$ cat src/design/vcop_consts.svh
`ifndef VCOP_CONSTS_SVH
`define VCOP_CONSTS_SVH

// Datapath geometry, SEW fixed at 32 and LMUL at 1
`define VCOP_LANES     4              // Elements per vector register
`define VCOP_ELEM_W    32             // Element and scalar word width
`define VCOP_VLEN      128            // Bits per vector register
`define VCOP_REG_BITS  5              // Vector and scalar register index width
`define VCOP_VL_W      3              // vl range 0..4
`define VCOP_VL_MAX    3'd4           // VLMAX with one register group

// Major opcode
`define VCOP_OPV       7'b1010111

// funct3 operand categories
`define VCOP_F3_OPIVV  3'b000
`define VCOP_F3_OPMVV  3'b010
`define VCOP_F3_OPIVI  3'b011
`define VCOP_F3_OPIVX  3'b100
`define VCOP_F3_OPCFG  3'b111

// funct6 codes
`define VCOP_F6_ADD      6'b000000    // OPI space
`define VCOP_F6_SUB      6'b000010
`define VCOP_F6_AND      6'b001001
`define VCOP_F6_OR       6'b001010
`define VCOP_F6_XOR      6'b001011
`define VCOP_F6_REDSUM   6'b000000    // OPM space
`define VCOP_F6_WXUNARY0 6'b010000    // vmv.x.s when vs1 field is 0

`endif

$ cat src/design/vcop_pkg.sv
`include "vcop_consts.svh"

package vcop_pkg;

    ////////////////////////////////////////////////////////////
    // Data types
    ////////////////////////////////////////////////////////////
    typedef logic [`VCOP_ELEM_W-1:0]   elem_t;      // One vector element
    typedef logic [`VCOP_VLEN-1:0]     vreg_t;      // Whole vector register
    typedef logic [`VCOP_ELEM_W-1:0]   xword_t;     // Base processor word
    typedef logic [`VCOP_REG_BITS-1:0] reg_addr_t;  // Shared by v and x regs
    typedef logic [`VCOP_VL_W-1:0]     vl_t;
    typedef logic [`VCOP_LANES-1:0]    elem_en_t;   // One bit per element

    // Decoded operation
    typedef enum logic [3:0] {
        OP_NONE,
        OP_ADD,
        OP_SUB,
        OP_AND,
        OP_OR,
        OP_XOR,
        OP_REDSUM,
        OP_MVXS,
        OP_SETVL
    } v_op_e;

    // Operand A source, scalar and immediate get broadcast
    typedef enum logic [1:0] {
        SRC_VEC,
        SRC_SCALAR,
        SRC_IMM
    } opsrc_e;

    // Sequencer FSM
    typedef enum logic [1:0] {
        ST_IDLE,
        ST_WB,      // Single writeback cycle
        ST_RED      // Waiting on the reducer
    } seq_state_e;

endpackage

$ cat src/design/v_sequencer.sv
`timescale 1ns/1ns
`include "vcop_consts.svh"

module v_sequencer (
    input  logic                clk,
    input  logic                rst_n,
    input  logic                instr_valid,
    input  logic                legal,
    input  vcop_pkg::v_op_e     op,
    input  vcop_pkg::reg_addr_t vd,
    input  vcop_pkg::vl_t       vl,
    input  vcop_pkg::vl_t       new_vl,
    input  vcop_pkg::elem_t     vs2_elem0,
    input  vcop_pkg::vreg_t     alu_result,
    input  logic                red_done,
    input  vcop_pkg::elem_t     red_sum,
    output logic                accept,
    output logic                busy,
    output vcop_pkg::reg_addr_t wr_addr,
    output vcop_pkg::elem_en_t  wr_elem_en,
    output vcop_pkg::vreg_t     wr_data,
    output logic                xreg_wr_en,
    output vcop_pkg::reg_addr_t xreg_wr_addr,
    output vcop_pkg::xword_t    xreg_wr_data
);

    vcop_pkg::seq_state_e state;
    vcop_pkg::v_op_e      op_q;
    vcop_pkg::reg_addr_t  vd_q;
    vcop_pkg::elem_t      elem0_q;       // vs2[0] for vmv.x.s
    vcop_pkg::vl_t        nvl_q;         // vsetvli result
    vcop_pkg::elem_en_t   body_en;
    logic                 alu_op_q;

    assign accept   = instr_valid && legal && (state == vcop_pkg::ST_IDLE);
    assign busy     = (state != vcop_pkg::ST_IDLE);
    assign alu_op_q = op_q inside {vcop_pkg::OP_ADD, vcop_pkg::OP_SUB, vcop_pkg::OP_AND,
                                   vcop_pkg::OP_OR, vcop_pkg::OP_XOR};

    ////////////////////////////////////////////////////////////
    // FSM and latched instruction
    ////////////////////////////////////////////////////////////
    always_ff @(posedge clk or negedge rst_n) begin
        if (!rst_n) begin
            state <= vcop_pkg::ST_IDLE;
            op_q  <= vcop_pkg::OP_NONE;
        end else begin
            case (state)
                vcop_pkg::ST_IDLE: begin
                    if (accept) begin
                        op_q  <= op;
                        state <= (op == vcop_pkg::OP_REDSUM) ? vcop_pkg::ST_RED
                                                             : vcop_pkg::ST_WB;
                    end
                end
                vcop_pkg::ST_WB:  state <= vcop_pkg::ST_IDLE;
                vcop_pkg::ST_RED: begin
                    if (red_done) begin
                        state <= vcop_pkg::ST_IDLE;   // Sum written this cycle
                    end
                end
                default: state <= vcop_pkg::ST_IDLE;
            endcase
        end
    end

    always_ff @(posedge clk) begin
        if (accept) begin
            vd_q    <= vd;
            elem0_q <= vs2_elem0;
            nvl_q   <= new_vl;
        end
    end

    // Body elements below vl
    always_comb begin
        case (vl)
            3'd0:    body_en = 4'b0000;
            3'd1:    body_en = 4'b0001;
            3'd2:    body_en = 4'b0011;
            3'd3:    body_en = 4'b0111;
            default: body_en = 4'b1111;
        endcase
    end

    ////////////////////////////////////////////////////////////
    // Vector and scalar writeback
    ////////////////////////////////////////////////////////////
    always_comb begin
        wr_elem_en = '0;
        wr_data    = alu_result;
        if (state == vcop_pkg::ST_WB && alu_op_q) begin
            wr_elem_en = body_en;
        end else if (state == vcop_pkg::ST_RED && red_done && vl != '0) begin
            wr_elem_en = 4'b0001;                         // Element 0 only
            wr_data    = {{(`VCOP_VLEN-`VCOP_ELEM_W){1'b0}}, red_sum};
        end
    end

    assign wr_addr      = vd_q;
    assign xreg_wr_addr = vd_q;                           // rd field
    assign xreg_wr_en   = (state == vcop_pkg::ST_WB) &&
                          (op_q == vcop_pkg::OP_SETVL || op_q == vcop_pkg::OP_MVXS);
    assign xreg_wr_data = (op_q == vcop_pkg::OP_SETVL) ?
                          {{(`VCOP_ELEM_W-`VCOP_VL_W){1'b0}}, nvl_q} : elem0_q;

    // Base processor must hold off while busy
    a_no_issue_busy: assert property (@(posedge clk) disable iff (!rst_n)
        busy |-> !instr_valid)
        else $error("instr_valid while busy, instruction dropped");

endmodule

$ cat config.mk
export PLATFORM = sky130hd
export DESIGN_NAME = v_sequencer
export DESIGN_NICKNAME = d
export VERILOG_FILES = /design/src/design/vcop_pkg.sv /design/src/design/v_sequencer.sv
export VERILOG_INCLUDE_DIRS = /design/src /design/src/design
export SDC_FILE = /design/constraint.sdc
export NUM_CORES = 1
export LEC_CHECK = 0
export BUFFER_PORTS_ARGS = -buffer_cell sky130_fd_sc_hd__buf_2
export CORE_AREA = 10 10 143 145
export DETAILED_ROUTE_END_ITERATION = 6
export DIE_AREA = 0 0 153 155
export PLACE_DENSITY = 0.44
export SLEW_MARGIN = 20
export SYNTH_ARGS = -nofsm -noshare
export SYNTH_HDL_FRONTEND = slang
export SYNTH_SLANG_ARGS = --single-unit
export TNS_END_PERCENT = 50
$ cat constraint.sdc
create_clock -name clk -period 3.6 [get_ports clk]
set_input_delay 0.9 -clock clk [delete_from_list [all_inputs] [get_ports clk]]
set_output_delay 0.9 -clock clk [all_outputs]
set_load 0.02 [all_outputs]
==> results of run 1 <==
[sequential cells by signal, summed over array words and instances (netlist names)]
name,count
state,2
nvl_q,3
wr_addr,5
elem0_q,32
op_q,4
[critical path, delay by kind of cell]
kind | cells | cell delay [ns]
and+or+nand+nor | 2 | 0.51
muxes | 1 | 0.35
buffers and inverters | 3 | 0.50
[per-stage QoR]
stage	util	std cells
2_1_floorplan	-	258
3_3_place_gp	0.285	857
3_5_place_dp	0.285	857
4_1_cts	0.293	865
5_1_grt	0.293	865
6_report	0.294	866
[logic make-up after synthesis]
family / synth area share
DFF: 0.470
muxes: 0.153
AOI/OAI and AO/OA: 0.00957
and+or+nand+nor: 0.317
buffers and inverters: 0.0509
[area by class of cell]
class / instances / area share
inverter: 3 / 0.00217
antenna: 1 / 0.000483
tap: 229 / 0.0553
sequential: 46 / 0.261
multi-input combinational: 186 / 0.267
timing repair buffer: 393 / 0.387
clock buffer: 6 / 0.0249
clock inverter: 2 / 0.00266
[synth_stat cells, drive strengths merged]
cell type	count	area (um2)
nor4bb	1	10.0
nor2	5	18.8
nor3b	3	27.5
inv	3	11.3
nand3	1	5.00
nor3	1	5.00
a21oi	1	5.00
o21bai	1	7.51
and2b	3	22.5
nand2	1	3.75
dfrtp	6	150
nor4b	1	23.8
nor2b	125	782
edfxtp	40	1200
a31oi	1	6.26
a22o	1	8.76
clkbuf	4	15.0
and3	1	6.26
mux2	39	439
or3	1	6.26
buf	19	120
[power by group through the flow]
stage / sequential (mW) / combinational (mW) / clock [mW]
final: 0.631 / 0.546 / 0.455
after global routing: 0.635 / 0.586 / 0.498
after detailed placement: 0.643 / 0.555 / 0
after global placement: 0.642 / 0.555 / 0
after floorplan: 0.643 / 0.287 / 0
after CTS: 0.632 / 0.557 / 0.482
[metal layers]
| metal | up-vias | GRT usage | share of wire |
|---|---|---|---|
| met1 | 1516 | 0.124 | 0.35 |
| met3 | 8 | 0.0565 | 0.099 |
| li1 | 1602 | - | - |
| met5 | - | 0 | 0 |
| met2 | 188 | 0.238 | 0.54 |
| met4 | 0 | 0.0236 | 0.0077 |
[placed cells by master (no fill, tap or decap)]
master and n:
nor2_1 5, nor3b_4 1, nor4bb_1 1, nor4b_4 1, clkinv_2 1, diode_2 1
nor2b_1 125, o21bai_1 1, nor3b_1 2, inv_1 3, and3_2 1, mux2_1 10
edfxtp_1 40, a21oi_1 1, buf_2 388, nand3_1 1, clkinv_4 1, nand2_1 1
clkbuf_16 5, a22o_1 1, dfrtp_1 6, or3_1 1, buf_4 3, buf_12 2
mux2_2 29, nor3_1 1, a31oi_1 1, and2b_1 3, clkbuf_1 1
[path summary, 6_finish.rpt]
check	from	endpoint	slack, ns	depth (start not counted)
max	vl[1]	wr_data[22]	0.41	6
min	rst_n	op_q[0]$_DFFE_PN0P_	0.43	1
max reg2reg	state[0]$_DFFE_PN0P_	op_q[1]$_DFFE_PN0P_	1.57	4
min reg2reg	op_q[3]$_DFFE_PN0P_	op_q[3]$_DFFE_PN0P_	0.58	1
max in group asynchronous	rst_n	op_q[3]$_DFFE_PN0P_	3.03	1
min in group clk	op_q[3]$_DFFE_PN0P_	op_q[3]$_DFFE_PN0P_	0.58	1
==> impl_metrics.py, run 1 <==
metrics = {
    "outcome": {
        "status": "completed",
    },
    "placed_design": {
        "dpl.hpwl_um": 14900,
        "pre_cts_slack_ns": 0.383,
        "place_congestion": 1.01,
        "dpl_cell_area_um2": 5040,
        "io_buffer_count": 388,
    },
    "sta": {
        "max_slew_margin": 0.588,
        "fin_crit_sh": 0.887,
        "hold_viol": 0,
        "fin_hold_ws_ns": 0.425,
        "period_minus_slack_ns": 3.19,
        "drv_slew": 0,
        "worst_slack_ns": 0.408,
        "tns_ns": 0,
        "rsz0062_at_grt": "no",
        "setup_violations": 0,
        "worstMarginPinSlew_ns": 0.616,
        "fmax_ghz": 0.313,
        "clock_skew_ns": 0.0115,
    },
    "routing": {
        "postRouteAntennaNets": 0,
        "vias": 3314,
        "via_per_inst": 3.83,
        "drcViolationCount": 0,
        "wire_per_inst_um": 19.2,
        "firstDrtPassIters": 4,
        "first_iter_violations": 104,
        "wirelength_um": 16700,
    },
    "critical_path": {
        "endpoint_kind": "output port",
        "worst_ep_required_time_ns": 2.70,
        "cp.arrival_ns": 2.29,
        "startpoint_type": "primary input",
        "path_class": "primary input to output port",
        "critPathMostFrequentCell": "buf_2",
        "cpMaxStageDelayCell": "nor3_1",
        "worstPathCellList": "buf_2 > nor3_1 > nor3b_4 > buf_12 > mux2_1 > buf_2",
        "critPathMaxStageDelay_ns": 0.40,
        "path_max_fanout": 72,
    },
    "pwr": {
        "seq_power_share": 0.387,
        "cellPowerDensity_nw_per_um2": 315,
        "p_sw_frac": 0.323,
        "p_total_mw": 1.63,
        "p_leak_nw": 2.65,
        "peakVddDrop_mv": 0.170,
        "p_int_mw": 1.10,
        "clkPwrFrac": 0.279,
        "combPwrFrac": 0.334,
        "p_sw_mw": 0.527,
    },
    "die": {
        "initial_core_util": 0.163,
        "row_count": 49,
        "fp.coreArea_um2": 17700,
        "die_x_um": 153,
        "io_pins": 389,
        "die-area_um2": 23700,
        "die_h_um": 155,
    },
    "synthesis": {
        "synth_nets": 470,
        "yosys_warnings": 0,
        "synth_seq_area_share": 0.470,
        "ys_types": 25,
        "synth_area_um2": 2880,
        "ys_ff_latch": 46,
        "synth_area_per_cell_um2": 11.1,
        "netlist_instances": 258,
    },
    "finish": {
        "nNetsFinal": 847,
        "layout-area-overhead-vs-synth_pct": 80.3,
        "multi_input_area_um2": 1390,
        "finish.instance_area_um2": 5180,
        "layout-drive-gt1-share": 0.679,
        "final-seq-area_um2": 1350,
        "fillers": 1886,
    },
    "clock_tree": {
        "cts.sink_count": 46,
        "cts_buffers": 5,
        "cts_root_buf": "clkbuf_16",
        "clk_latency_ns": 0.29,
        "cts_resized": 0,
        "cts_tree": "yes",
        "clkTransAtPathRegs_ns": 0.07,
        "clockBufferDepth": 2,
        "holdBufCountCts": 0,
        "post_cts_buffers": 0,
        "h-tree-depth": 2,
    },
    "global_route": {
        "overflow": 0,
        "grt_max_degree": 73,
        "grtUsageTotal": 0.126,
        "grt_pass1_vias": 3588,
        "grt_pass1_wl_um": 22900,
        "grt_antenna_before_repair": 0,
    },
    "min_path": {
        "hp-class": "primary input to asynchronous set/reset pin",
    },
    "job": {
        "maxCapViolCount": 0,
    },
}
No activity file was read; power rests on OpenSTA's default activity.
==> inputs of run 2 (changes only) <==
--- a/config.mk
+++ b/config.mk
@@ -11,6 +11,7 @@
 export DETAILED_ROUTE_END_ITERATION = 6
 export DIE_AREA = 0 0 153 155
 export PLACE_DENSITY = 0.44
+export RECOVER_POWER = 25
 export SLEW_MARGIN = 20
 export SYNTH_ARGS = -nofsm -noshare
 export SYNTH_HDL_FRONTEND = slang
==> run 2 against run 1 <==
Compared with the run above: clock power about the same; highest routed layer unchanged; hold slack improved by 0.062 ns; register-to-register slack got worse by 0.49 ns; design area decreased by 0.34%; non-clock buffer count unchanged; combinational power about the same; critical endpoint unchanged; largest power group unchanged; core utilization decreased by 0.099 points.
==> impl_metrics.py, run 2 (synthesis gave the netlist of run 1 again) <==
metrics = {
    "clock_tree": {
        "cts.sink_count": 46,
        "cts_tree": "yes",
        "clk_latency_ns": 0.29,
        "cts_resized": 0,
        "cts_root_buf": "clkbuf_16",
        "clockBufferDepth": 2,
        "cts_buffers": 5,
        "h-tree-depth": 2,
        "post_cts_buffers": 0,
        "clkTransAtPathRegs_ns": 0.07,
        "holdBufCountCts": 0,
    },
    "finish": {
        "final_common_cell": "buf_2",
        "nNetsFinal": 847,
        "final_cell_mix": "buf_2, nor2b_1, edfxtp_1",
        "largest_register_ffs": 32,
        "regMostFlops": "elem0_q",
        "layout-drive-gt1-share": 0.660,
        "layout-area-overhead-vs-synth_pct": 79.7,
    },
    "global_route": {
        "grt_max_degree": 73,
        "grtUsageTotal": 0.126,
        "grt_pass1_vias": 3588,
        "grt_pass1_wl_um": 22900,
        "grt_antenna_before_repair": 0,
        "overflow": 0,
    },
    "critical_path": {
        "startpoint_type": "primary input",
        "rr_startpoint": "state[0]$_DFFE_PN0P_",
        "r2r_slack_ns": 1.08,
        "r2r_cells": 4,
        "path_max_fanout": 72,
        "cp.arrival_ns": 2.29,
        "r2r-end": "op_q[1]$_DFFE_PN0P_",
        "endpoint_kind": "output port",
        "worst_ep_required_time_ns": 2.70,
        "crit_start": "vl[1]",
        "path_class": "primary input to output port",
    },
    "routing": {
        "wirelength_um": 16700,
        "firstDrtPassIters": 4,
        "vias": 3309,
        "drcViolationCount": 0,
        "via_per_inst": 3.82,
        "postRouteAntennaNets": 0,
        "wire_per_inst_um": 19.2,
        "first_iter_violations": 97,
    },
    "sta": {
        "drv_slew": 0,
        "tns_ns": 0,
        "period_minus_slack_ns": 3.19,
        "max_slew_margin": 0.195,
        "fin_crit_sh": 0.887,
        "hold_viol": 0,
        "fmax_ghz": 0.313,
        "rsz0062_at_grt": "no",
        "setup_violations": 0,
        "worst_slack_ns": 0.406,
        "worstMarginPinSlew_ns": 1.21,
        "clock_skew_ns": 0.0115,
    },
    "pwr": {
        "p_total_mw": 1.63,
        "p_leak_nw": 2.62,
        "peakVddDrop_mv": 0.170,
        "cellPowerDensity_nw_per_um2": 316,
    },
    "placed_design": {
        "io_buffer_count": 388,
        "pre_cts_slack_ns": 0.383,
        "place_congestion": 1.01,
        "dpl.hpwl_um": 14900,
    },
    "min_path": {
        "hp-class": "primary input to asynchronous set/reset pin",
    },
    "job": {
        "maxCapViolCount": 0,
    },
    "die": {
        "die_x_um": 153,
        "die-area_um2": 23700,
        "die_h_um": 155,
        "fp.coreArea_um2": 17700,
        "io_pins": 389,
        "row_count": 49,
        "initial_core_util": 0.163,
    },
    "outcome": {
        "status": "completed",
    },
}
==> run 2: changes by cell type in the layout (fill, tap and decap cells not counted), sizes merged <==
cell    previous run  this run
buf              393       381
clkbuf             6        18
==> run 2: worst max-delay path by stage <==
stage	end	slack, ns	cells past startpoint
after CTS	wr_data[22]	0.38	6
final	wr_data[22]	0.41	6
after global placement	wr_data[28]	0.45	6
after detailed placement	wr_data[22]	0.38	6
after floorplan	accept	0.25	2
after global routing	wr_data[22]	0.28	6
==> run 2: final cells by class <==
cell class / count / area (um2)
Multi-Input combinational cell: 186 / 1380
Tap cell: 229 / 287
Clock buffer: 6 / 129
Sequential cell: 46 / 1350
Inverter: 3 / 11.3
Fill cell: 1898 / 12500
Timing Repair Buffer: 393 / 1990
Clock inverter: 2 / 13.8
Antenna cell: 1 / 2.50
==> run 2: layer usage <==
layer,vias up,part of all wire,global-route usage
li1,1602,-,-
met1,1513,0.35,0.124
met2,186,0.54,0.238
met3,8,0.097,0.0565
met4,0,0.0077,0.0236
met5,-,0,0
==> run 2: through the flow <==
stage	hold slack, ns	utilization	cells	cell area [um2]
after floorplan	0.529	-	258	2880
after global placement	0.566	0.285	857	5040
after detailed placement	0.580	0.285	857	5040
after CTS	0.415	0.293	865	5180
after global routing	0.498	0.292	865	5160
final	0.487	0.293	866	5170
==> run 2: report_power, final <==
| part | total (mW) | internal (mW) | switching (mW) |
|---|---|---|---|
| sequential | 0.632 | 0.614 | 0.0176 |
| combinational | 0.544 | 0.231 | 0.313 |
| clock | 0.455 | 0.258 | 0.197 |
==> run 2: critical path, stage by stage <==
cell,delay [ns]
buf_2,0.11
nor3_1,0.40
nor3b_4,0.11
buf_12,0.21
mux2_1,0.35
buf_2,0.17
